===== src/rtl/rpFuncPkg.sv =====
////////////////////////////////////////////////////////////////////////////
// Function codes, command pulse bundle and timer loads
// Codes missing from the enumeration are decoded as illegal
////////////////////////////////////////////////////////////////////////////

`default_nettype none

package rpFuncPkg;

   // Function codes, written together with GO
   typedef enum logic [4:0] {
      FnNop    = 5'd0,
      FnUnload = 5'd1,
      FnSeek   = 5'd2,
      FnRecal  = 5'd3,
      FnDrvClr = 5'd4,
      FnPreset = 5'd8,
      FnPakAck = 5'd9,
      FnWrite  = 5'd24,
      FnRead   = 5'd28
   } rpFuncT;

   // Pulses from the FSM to the status register
   typedef struct packed {
      logic drvClr;
      logic preset;
      logic pakAck;
      logic setAta;
      logic setLst;
      logic clrLst;
      logic goErr;
      logic spare;
   } rpCmdT;

   // Stand-in operation times, in clocks
   localparam int SeekCycles = 24;
   localparam int XferCycles = 40;
   localparam int TimerWidth = 6;

endpackage

`default_nettype wire


===== src/rtl/rpRegPkg.sv =====
////////////////////////////////////////////////////////////////////////////
// Register layouts of the drive as the controller reads them
// Only ER1 is modelled, so the composite error comes from it alone
// Reserved fields always read zero
////////////////////////////////////////////////////////////////////////////

`default_nettype none

package rpRegPkg;

   // Error word bit positions
   localparam int Er1IlfBit = 0;
   localparam int Er1RmrBit = 2;
   localparam int Er1WleBit = 11;

   // Low status bits, not used by this drive
   localparam int DsZeroWidth = 6;

   // Drive status word, MSB first
   typedef struct packed {
      logic                   ata;
      logic                   err;
      logic                   pip;
      logic                   mol;
      logic                   wrl;
      logic                   lst;
      logic                   pgm;
      logic                   dpr;
      logic                   dry;
      logic                   vv;
      logic [DsZeroWidth-1:0] zero;
   } rpDsT;

   // First error word
   typedef struct packed {
      logic [3:0] rsvdHi;
      logic       wle;
      logic [7:0] rsvdMid;
      logic       rmr;
      logic       rsvdLo;
      logic       ilf;
   } rpEr1T;

endpackage

`default_nettype wire


===== src/rtl/rpCmdFsm.sv =====
////////////////////////////////////////////////////////////////////////////
// Function decoder and operation sequencer
// One operation in flight; a write while busy is refused, not queued
// Device reset drops a pending decode but a running operation completes
////////////////////////////////////////////////////////////////////////////

`timescale 1ns/1ps
`default_nettype none

module rpCmdFsm
   import rpRegPkg::*, rpFuncPkg::*;
(
   input  wire                   clk,
   input  wire                   rst,
   input  wire                   devReset,
   input  wire                   funcWrite,
   input  wire rpFuncT           funcCode,
   input  wire                   go,
   input  wire                   wrl,
   input  wire rpDsT             ds,
   input  wire                   done,
   output logic                  start,
   output logic [TimerWidth-1:0] load,
   output rpCmdT                 cmd,
   output logic                  setIlf,
   output logic                  setWle,
   output logic                  setRmr,
   output logic                  pip,
   output logic                  dry
);

   typedef enum logic [1:0] {Idle, Position, Transfer} stateT;

   stateT state;
   stateT stateNext;
   rpCmdT cmdQ;
   rpCmdT cmdNext;
   logic  startNext;
   logic  setIlfNext;
   logic  setWleNext;
   logic  setRmrNext;
   logic  illegal;
   logic  accept;

   // Only writes with GO count
   assign accept = funcWrite & go & ~devReset;

   ////////////////////////////////////////////////////////////////////////////
   // Decode
   ////////////////////////////////////////////////////////////////////////////

   always_comb
   begin
      stateNext  = state;
      cmdNext    = '0;
      startNext  = 1'b0;
      setIlfNext = 1'b0;
      setWleNext = 1'b0;
      setRmrNext = 1'b0;
      illegal    = 1'b0;
      // Operation ends on timer expiry
      if (done)
         stateNext = Idle;
      if (accept)
      begin
         if (state != Idle)
         begin
            // Busy, refuse register modify
            setRmrNext     = 1'b1;
            cmdNext.setAta = 1'b1;
         end
         else if (ds.err)
         begin
            // Error present, only drive clear runs
            if (funcCode == FnDrvClr)
               cmdNext.drvClr = 1'b1;
            else
               cmdNext.goErr = 1'b1;
         end
         else
         begin
            case (funcCode)
               FnNop: ;
               FnSeek, FnRecal:
               begin
                  startNext = 1'b1;
                  stateNext = Position;
               end
               FnDrvClr: cmdNext.drvClr = 1'b1;
               FnPreset: cmdNext.preset = 1'b1;
               FnPakAck: cmdNext.pakAck = 1'b1;
               FnRead:
               begin
                  startNext      = 1'b1;
                  cmdNext.clrLst = 1'b1;
                  stateNext      = Transfer;
               end
               FnWrite:
               begin
                  if (wrl)
                  begin
                     // Locked pack, flag and do not run
                     setWleNext     = 1'b1;
                     cmdNext.setAta = 1'b1;
                  end
                  else
                  begin
                     startNext      = 1'b1;
                     cmdNext.clrLst = 1'b1;
                     stateNext      = Transfer;
                  end
               end
               FnUnload: illegal = 1'b1;
               default:  illegal = 1'b1;
            endcase
            if (illegal)
            begin
               setIlfNext     = 1'b1;
               cmdNext.setAta = 1'b1;
            end
         end
      end
   end

   // State and registered pulses
   always_ff @(posedge clk)
   begin
      if (rst)
      begin
         state  <= Idle;
         cmdQ   <= '0;
         start  <= 1'b0;
         setIlf <= 1'b0;
         setWle <= 1'b0;
         setRmr <= 1'b0;
      end
      else
      begin
         state  <= stateNext;
         cmdQ   <= cmdNext;
         start  <= startNext;
         setIlf <= setIlfNext;
         setWle <= setWleNext;
         setRmr <= setRmrNext;
      end
   end

   // Completion pulses go out in the done cycle itself
   always_comb
   begin
      cmd        = cmdQ;
      cmd.setAta = cmdQ.setAta | (done & (state == Position));
      cmd.setLst = done & (state == Transfer);
   end

   // Timer load follows the operation just entered
   assign load = (state == Transfer) ? TimerWidth'(XferCycles) : TimerWidth'(SeekCycles);

   assign pip = (state == Position);
   assign dry = (state == Idle);

   // Start only when the status word showed the drive ready
   assert property (@(posedge clk) disable iff (rst) start |-> $past(ds.dry));

   // Timer expiry only while an operation runs
   assert property (@(posedge clk) disable iff (rst) done |-> state != Idle);

endmodule

`default_nettype wire


===== src/rtl/rpDrive.sv =====
////////////////////////////////////////////////////////////////////////////
// RP-style drive as seen from the controller
// Function writes are one-clock strobes, no back-pressure
// mol, wrl and dpr are levels from the drive mechanics
////////////////////////////////////////////////////////////////////////////

`timescale 1ns/1ps
`default_nettype none

module rpDrive
   import rpRegPkg::*, rpFuncPkg::*;
(
   input  wire         clk,
   input  wire         rst,
   input  wire         devReset,
   input  wire         funcWrite,
   input  wire rpFuncT funcCode,
   input  wire         go,
   input  wire         clrAta,
   input  wire         mol,
   input  wire         wrl,
   input  wire         dpr,
   output wire rpDsT   ds,
   output wire rpEr1T  er1
);

   // FSM to timer
   wire                  start;
   wire [TimerWidth-1:0] load;
   wire                  done;

   // FSM to registers
   wire rpCmdT           cmd;
   wire                  setIlf;
   wire                  setWle;
   wire                  setRmr;
   wire                  pip;
   wire                  dry;

   rpCmdFsm rpCmdFsm_i (
      .clk       (clk),
      .rst       (rst),
      .devReset  (devReset),
      .funcWrite (funcWrite),
      .funcCode  (funcCode),
      .go        (go),
      .wrl       (wrl),
      .ds        (ds),
      .done      (done),
      .start     (start),
      .load      (load),
      .cmd       (cmd),
      .setIlf    (setIlf),
      .setWle    (setWle),
      .setRmr    (setRmr),
      .pip       (pip),
      .dry       (dry)
   );

   rpOpTimer rpOpTimer_i (
      .clk   (clk),
      .rst   (rst),
      .start (start),
      .load  (load),
      .done  (done)
   );

   // Drive clear also empties ER1
   rpErrReg rpErrReg_i (
      .clk      (clk),
      .rst      (rst),
      .devReset (devReset),
      .drvClr   (cmd.drvClr),
      .setIlf   (setIlf),
      .setWle   (setWle),
      .setRmr   (setRmr),
      .er1      (er1)
   );

   rpStatusReg rpStatusReg_i (
      .clk      (clk),
      .rst      (rst),
      .devReset (devReset),
      .clrAta   (clrAta),
      .cmd      (cmd),
      .mol      (mol),
      .wrl      (wrl),
      .dpr      (dpr),
      .pip      (pip),
      .dry      (dry),
      .er1      (er1),
      .ds       (ds)
   );

endmodule

`default_nettype wire


===== src/rtl/rpErrReg.sv =====
////////////////////////////////////////////////////////////////////////////
// First error register (ER1)
// Bits are sticky until drive clear or device reset
// Only ILF, RMR and WLE are implemented
////////////////////////////////////////////////////////////////////////////

`timescale 1ns/1ps
`default_nettype none

module rpErrReg
   import rpRegPkg::*;
(
   input  wire   clk,
   input  wire   rst,
   input  wire   devReset,
   input  wire   drvClr,
   input  wire   setIlf,
   input  wire   setWle,
   input  wire   setRmr,
   output rpEr1T er1
);

   logic [15:0] errBits;

   // Clears win over sets in the same clock
   always_ff @(posedge clk)
   begin
      if (rst | devReset | drvClr)
      begin
         errBits <= '0;
      end
      else
      begin
         // Illegal function
         if (setIlf)
            errBits[Er1IlfBit] <= 1'b1;
         // Register modify refused
         if (setRmr)
            errBits[Er1RmrBit] <= 1'b1;
         // Write lock error
         if (setWle)
            errBits[Er1WleBit] <= 1'b1;
      end
   end

   assign er1 = rpEr1T'(errBits);

endmodule

`default_nettype wire


===== src/rtl/rpOpTimer.sv =====
////////////////////////////////////////////////////////////////////////////
// Operation timer, stands in for seek and sector time
// The start cycle counts as the first tick
// A load of zero is not supported
////////////////////////////////////////////////////////////////////////////

`timescale 1ns/1ps
`default_nettype none

module rpOpTimer
   import rpFuncPkg::*;
(
   input  wire                  clk,
   input  wire                  rst,
   input  wire                  start,
   input  wire [TimerWidth-1:0] load,
   output logic                 done
);

   logic                  running;
   logic [TimerWidth-1:0] count;

   // Run flag
   always_ff @(posedge clk)
   begin
      if (rst)
         running <= 1'b0;
      else if (start)
         running <= 1'b1;
      else if (done)
         running <= 1'b0;
   end

   // Down counter
   always_ff @(posedge clk)
   begin
      if (start)
         count <= load - 1'b1;
      else if (running & (count != '0))
         count <= count - 1'b1;
   end

   // Expiry pulse, one clock
   assign done = running & (count == '0);

   // FSM must not restart a running timer
   assert property (@(posedge clk) disable iff (rst) start |-> !running);

endmodule

`default_nettype wire


===== src/rtl/rpStatusReg.sv =====
////////////////////////////////////////////////////////////////////////////
// Drive status register (DS)
// ATA, LST and VV are state here, the rest pass through
// ERR is formed from ER1 only; PGM and the low bits read zero
////////////////////////////////////////////////////////////////////////////

`timescale 1ns/1ps
`default_nettype none

module rpStatusReg
   import rpRegPkg::*, rpFuncPkg::*;
(
   input  wire        clk,
   input  wire        rst,
   input  wire        devReset,
   input  wire        clrAta,
   input  wire rpCmdT cmd,
   input  wire        mol,
   input  wire        wrl,
   input  wire        dpr,
   input  wire        pip,
   input  wire        dry,
   input  wire rpEr1T er1,
   output rpDsT       ds
);

   logic molQ;
   logic ataQ;
   logic lstQ;
   logic vvQ;
   logic dsErr;

   // Last media on-line, for edge detect
   always_ff @(posedge clk)
   begin
      if (rst)
         molQ <= 1'b0;
      else
         molQ <= mol;
   end

   // Composite error
   assign dsErr = (er1 != '0);

   ////////////////////////////////////////////////////////////////////////////
   // Attention
   ////////////////////////////////////////////////////////////////////////////

   // Clears first; sets on either edge of mol
   always_ff @(posedge clk)
   begin
      if (rst | devReset | clrAta | cmd.drvClr)
         ataQ <= 1'b0;
      else if (cmd.setAta | (mol != molQ) | cmd.goErr)
         ataQ <= 1'b1;
   end

   // Last sector transferred
   always_ff @(posedge clk)
   begin
      if (rst | devReset | cmd.clrLst)
         lstQ <= 1'b0;
      else if (cmd.setLst)
         lstQ <= 1'b1;
   end

   // Volume valid, lost only when pack comes on-line
   always_ff @(posedge clk)
   begin
      if (rst | (mol & ~molQ))
         vvQ <= 1'b0;
      else if ((cmd.preset | cmd.pakAck) & ~dsErr)
         vvQ <= 1'b1;
   end

   ////////////////////////////////////////////////////////////////////////////
   // Status word
   ////////////////////////////////////////////////////////////////////////////

   always_comb
   begin
      ds      = '0;
      ds.ata  = ataQ;
      ds.err  = dsErr;
      ds.pip  = pip;
      ds.mol  = mol;
      ds.wrl  = wrl;
      ds.lst  = lstQ;
      ds.dpr  = dpr;
      ds.dry  = dry;
      ds.vv   = vvQ;
   end

   // A transfer never both starts and ends in one clock
   assert property (@(posedge clk) disable iff (rst) !(cmd.setLst && cmd.clrLst));

endmodule

`default_nettype wire


===== config.mk =====
export PLATFORM = sky130hd
export DESIGN_NAME = rpDrive
export DESIGN_NICKNAME = d
export VERILOG_FILES = /design/src/rtl/rpFuncPkg.sv /design/src/rtl/rpRegPkg.sv /design/src/rtl/rpCmdFsm.sv /design/src/rtl/rpDrive.sv /design/src/rtl/rpErrReg.sv /design/src/rtl/rpOpTimer.sv /design/src/rtl/rpStatusReg.sv
export SDC_FILE = /design/constraint.sdc
export NUM_CORES = 1
export LEC_CHECK = 0
export BUFFER_PORTS_ARGS = -buffer_cell sky130_fd_sc_hd__buf_2
export CELL_PAD_IN_SITES_DETAIL_PLACEMENT = 1
export CELL_PAD_IN_SITES_GLOBAL_PLACEMENT = 2
export CORE_MARGIN = 3
export CORE_UTILIZATION = 31
export CTS_CLUSTER_SIZE = 8
export DETAILED_ROUTE_END_ITERATION = 7
export PLACE_DENSITY_LB_ADDON = 0.1
export SYNTH_ARGS = -nofsm -noshare
export SYNTH_HDL_FRONTEND = slang
export SYNTH_SLANG_ARGS = --single-unit
export TNS_END_PERCENT = 1

===== constraint.sdc =====
create_clock -name clk -period 3.6 [get_ports clk]
set_clock_uncertainty 0.1 [all_clocks]
set_input_delay 0.72 -clock clk [delete_from_list [all_inputs] [get_ports clk]]
set_output_delay 0.72 -clock clk [all_outputs]
set_load 0.02 [all_outputs]

# Yosys cells after proc, flatten, opt, wreduce, memory -nomap -nowiden
# Index checks and enable logic that the tools add are counted.
# word_totals
register_bits	26
wordCells	98
input_bits	14
out_inout_bits	32
# classes
addsub	2
muxes	29
eq_ne	10
bitwise	22
reduce_logical	15
# op_table
operator	count
2-to-1 mux 1 bit	18
2-to-1 mux 6 bit	3
nonzero test 16 bit	1
subtractor 6 x 1 -> 6 bit (second input constant)	2
equality test 5 x 2 -> 1 bit (second input constant)	2
equality test 5 x 4 -> 1 bit (second input constant)	2
equality test 5 bit (second input constant)	2
2-to-1 mux 2 bit	5
bitwise OR 1 bit	10
AND 1 bit	8
OR reduction 4 bit	2
OR reduction 8 bit	1
logical NOT 6 bit	1
case mux 2 bit (3 select lines)	1
nonzero test 2 bit	3
nonzero test 6 bit	1
OR reduction 3 bit	2
equality test 5 x 3 -> 1 bit (second input constant)	1
logical NOT 5 bit	1
inverter 1 bit	4
case mux 1 bit (2 select lines)	2
OR reduction 2 bit	2
equality test 2 x 1 -> 1 bit (second input constant)	1
equality test 2 bit (second input constant)	1
other kinds (2)	2

# Logic depth before layout (Yosys ltp)
# depth
word_depth	9
depth_mapped	6
mapped_depth_nobuf	5

# By module
# Synthesis repeated with hierarchy kept, for this count alone.
# unflattened
cells_unflattened	157
area_unflattened_um2	1537.7
# modules_own_cells
mod	instances	area_each_um2	cells_per_inst	seq_area_each_um2
rpCmdFsm	1	594.3	64	240.2
rpOpTimer	1	412.9	35	200.2
rpStatusReg	1	336.6	37	80.1
rpErrReg	1	193.9	21	60.1

# Least setup slack after synthesis
# Ideal clock, no wire load.
# synth_path
path_type	reg2reg
start	register rpOpTimer_i.count[1]
end	register rpOpTimer_i.count[0], enable pin
required_ns	3.231
arrival_ns	1.525
path_stages_with_launch	4
setup_time_ns	0.269
path_buffers	0
period_less_slack_ns	1.894
setup_slack_ns	1.706
cell_sequence	edfxtp_1 or4_4 or3_4 a21o_1
# synth_between
elab_chain_cells	3
# synth_rtl
item	line	rtl
start: declaration	rpOpTimer.sv:21	logic [TimerWidth-1:0] count;
start signal: assignment	rpOpTimer.sv:38	count <= load - 1'b1;
start signal: assignment	rpOpTimer.sv:40	count <= count - 1'b1;
nonzero test 6 bit	rpOpTimer.sv:39	else if (running & (count != '0))
AND 1 bit	rpOpTimer.sv:39	
nonzero test 2 bit (no line)	-	
# No other way between the ends.
# A chain may end at the register's enable or synchronous reset.

# Worst setup path after layout
# layout_path
start	register rpOpTimer_i.count[1]
end	register rpOpTimer_i.count[1], enable pin
# The elaborated chain is that of the path after synthesis.

==> results.py <==
metrics = {
    "routing": {
        "wl_per_cell_um": 12.3,
        "ant_nets": 0,
        "drc_errors": 0,
        "vias_per_cell": 4.53,
        "dr.pass1.iters": 4,
        "first_iter_violations": 36,
        "vias": 911,
        "wirelength_mm": 2.48,
    },
    "clock_tree": {
        "cts_tree": "yes",
        "htreeDepth": 1,
        "clockRootBuffer": "clkbuf_8",
        "cts.clk_slew.worst_paths_ps": 90,
        "ctsHoldBuffers": 0,
        "cts_resized": 0,
        "cts_setup_buffers": 0,
        "clock_path_buffers": 2,
        "clk_latency_ps": 270,
        "cts_sinks": 26,
        "cts_buffers": 3,
    },
    "synthesis": {
        "syn-cell-area_mm2": 0.00132,
        "synth_edf_count": 6,
        "synth_warnings": 0,
        "avgSynthCellArea_um2": 9.74,
        "ys_async_sr_fraction_pct": 0,
        "ys_ff_latch": 26,
        "synth_ff_type": "dfxtp_1",
        "yosysSeqAreaShare_pct": 44.1,
        "synthCells": 135,
        "synth_cell_type_count": 39,
    },
    "floorplanning": {
        "dieArea_mm2": 0.00506,
        "row_count": 23,
        "die_x_um": 71.1,
        "core_mm2": 0.00406,
        "die_h_um": 71.1,
        "io_pins": 46,
        "initial_core_util_pct": 32.4,
    },
    "cells_and_area": {
        "nNetsFinal": 168,
        "nFillCells": 489,
        "final_util_pct": 34.4,
        "final_cell_mix": "buf_2 (23), conb_1 (20), dfxtp_1 (20)",
        "final_common_cell": "buf_2",
        "stdcell_area_mm2": 0.00140,
        "layout-drive-gt1-share_pct": 22.5,
        "synthToLayoutAreaGrowth_pct": 6.28,
        "fin_cells": 201,
        "diodes": 0,
    },
    "critical_path": {
        "path_buf_inv": 0,
        "cp-start-kind": "register",
        "path_cells": "or4_4 > or3_4 > a21o_1",
        "worstPathArrival_ps": 1930,
        "path_class": "register to register",
        "critical_path_peak_fanout": 7,
        "worstSetupEndpointType": "register",
        "cp_slowest_cell": "or4_4",
        "cpPeakStageDelay_ps": 570,
        "worstPathRequired_ps": 3510,
        "critPathTopFamily": "simple AND/OR/NAND/NOR gates",
    },
    "sta": {
        "grt_setup_unrepaired": "no",
        "max_slew_margin_pct": 64.3,
        "tightest_slew_ps": 529,
        "min_period_over_period_pct": 56.1,
        "max_freq_ghz": 0.495,
        "finalHoldViolations": 0,
        "report.final.slew_viol_count": 0,
        "fin_ws_ps": 1580,
        "holdWs_ps": 317,
        "post-route-min-period_ps": 2020,
        "setup_viol": 0,
        "tns_ps": 0,
    },
    "placement": {
        "pre_cts_slack_ps": 1390,
        "io_buffers": 23,
        "dpl_cell_area_mm2": 0.00134,
        "dp.cells": 197,
        "dp_hpwl_mm": 1.98,
        "finalWeightedCongestion": 0.680,
    },
    "power": {
        "power_density_mw_per_mm2": 389,
        "p_int_mw": 0.412,
        "peakVddDrop_mv": 0.167,
        "power_switching_share_pct": 24.1,
        "p_leak_nw": 0.601,
        "seqPwrFrac_pct": 55.4,
        "power_mw": 0.543,
        "p_sw_mw": 0.131,
        "power_frac_comb_pct": 9.9,
        "clockPowerShare_pct": 34.7,
    },
    "run_status": {
        "status": "completed",
    },
    "global_route": {
        "grt_pass1_wl_mm": 4.08,
        "grt_overflow": 0,
        "grtUsageMet3_pct": 1.70,
        "grtUsageMet1_pct": 14.6,
        "grtUsageTotal_pct": 10.3,
        "grt_pass1_vias": 870,
        "grt_start_max_net_pins": 15,
        "grtUsageMet2_pct": 15.8,
        "antenna_found_initial": 0,
        "grt.busiest_layer": "met2",
    },
    "min_path": {
        "hp-class": "register to register",
    },
    "run": {
        "maxCapViolCount": 0,
    },
}
[cell families (layout without fill, tap and decap cells)]
| group | Yosys count | count (layout) | synth area share [%] |
|---|---|---|---|
| other | 1 | 20 | 0.285 |
| and+or+nand+nor | 48 | 48 | 23.7 |
| muxes | 1 | 1 | 0.761 |
| DFF | 26 | 26 | 44.1 |
| AOI/OAI and AO/OA | 20 | 20 | 9.61 |
| adders and majority gates | 2 | 2 | 1.90 |
| xor gates and xnor gates | 2 | 2 | 1.33 |
| buffers and inverters | 35 | 32 | 18.3 |
[layout make-up]
class | count | area (um^2) | area share, %
Sequential cell | 26 | 581 | 41.5
Clock buffer | 4 | 55.1 | 3.94
Inverter | 5 | 18.8 | 1.34
Tap cell | 50 | 62.6 | 4.48
Timing Repair Buffer | 23 | 115 | 8.24
Multi-Input combinational cell | 93 | 566 | 40.5
[power by group through the flow]
stage	sequential [mW]	clock (mW)	combinational (mW)
global route	0.302	0.207	0.0598
CTS	0.301	0.194	0.0534
finish	0.301	0.189	0.0537
global placement	0.308	0	0.0525
floorplan	0.308	0	0.0573
detailed placement	0.308	0	0.0531
[registers in the layout (all words and copies together), names as in the netlist]
name and flops:
rpCmdFsm_i.cmd 5, rpCmdFsm_i.cmdQ 1, rpCmdFsm_i.setIlf 1, rpCmdFsm_i.setRmr 1, rpCmdFsm_i.setWle 1, rpCmdFsm_i.start 1
rpCmdFsm_i.state 2, rpErrReg_i.er1 3, rpOpTimer_i.count 6, rpOpTimer_i.running 1, rpStatusReg_i.ataQ 1, rpStatusReg_i.lstQ 1
rpStatusReg_i.molQ 1, rpStatusReg_i.vvQ 1
[per-layer routing]
metal	vias to the layer above	wire length (um)
met5	-	0
met4	0	41
met3	4	163
met2	40	1040
met1	414	1230
li1	453	-
[final timing paths]
kind                                       start                              end  slack [ps]  depth (start not counted)
hold reg to reg     rpCmdFsm_i.cmd[2]$_SDFF_PP0_  rpStatusReg_i.lstQ$_SDFFE_PP0P_         320                          1
setup / recovery  rpOpTimer_i.count[1]$_DFFE_PP_   rpOpTimer_i.count[1]$_DFFE_PP_        1580                          3
setup reg to reg  rpOpTimer_i.count[1]$_DFFE_PP_   rpOpTimer_i.count[1]$_DFFE_PP_        1580                          3
hold / removal      rpCmdFsm_i.cmd[2]$_SDFF_PP0_  rpStatusReg_i.lstQ$_SDFFE_PP0P_         320                          1
[Yosys cell counts, types with 2 or more instances]
master	instances	area [um^2]
buf_4	29	218
dfxtp_1	20	400
nand2b_1	7	43.8
a21oi_1	6	30.0
edfxtp_1	6	180
inv_1	5	18.8
nor2_1	5	18.8
nor2b_1	5	31.3
nand2_1	4	15.0
nor3_1	4	20.0
nor4_1	4	25.0
nand3_1	3	15.0
o21a_1	3	22.5
o21ai_0	3	15.0
a21o_1	2	15.0
ha_1	2	25.0
nand4_1	2	12.5
nor4b_1	2	17.5
or2_2	2	12.5
or4b_1	2	20.0
No activity file was read; power rests on OpenSTA's default activity.
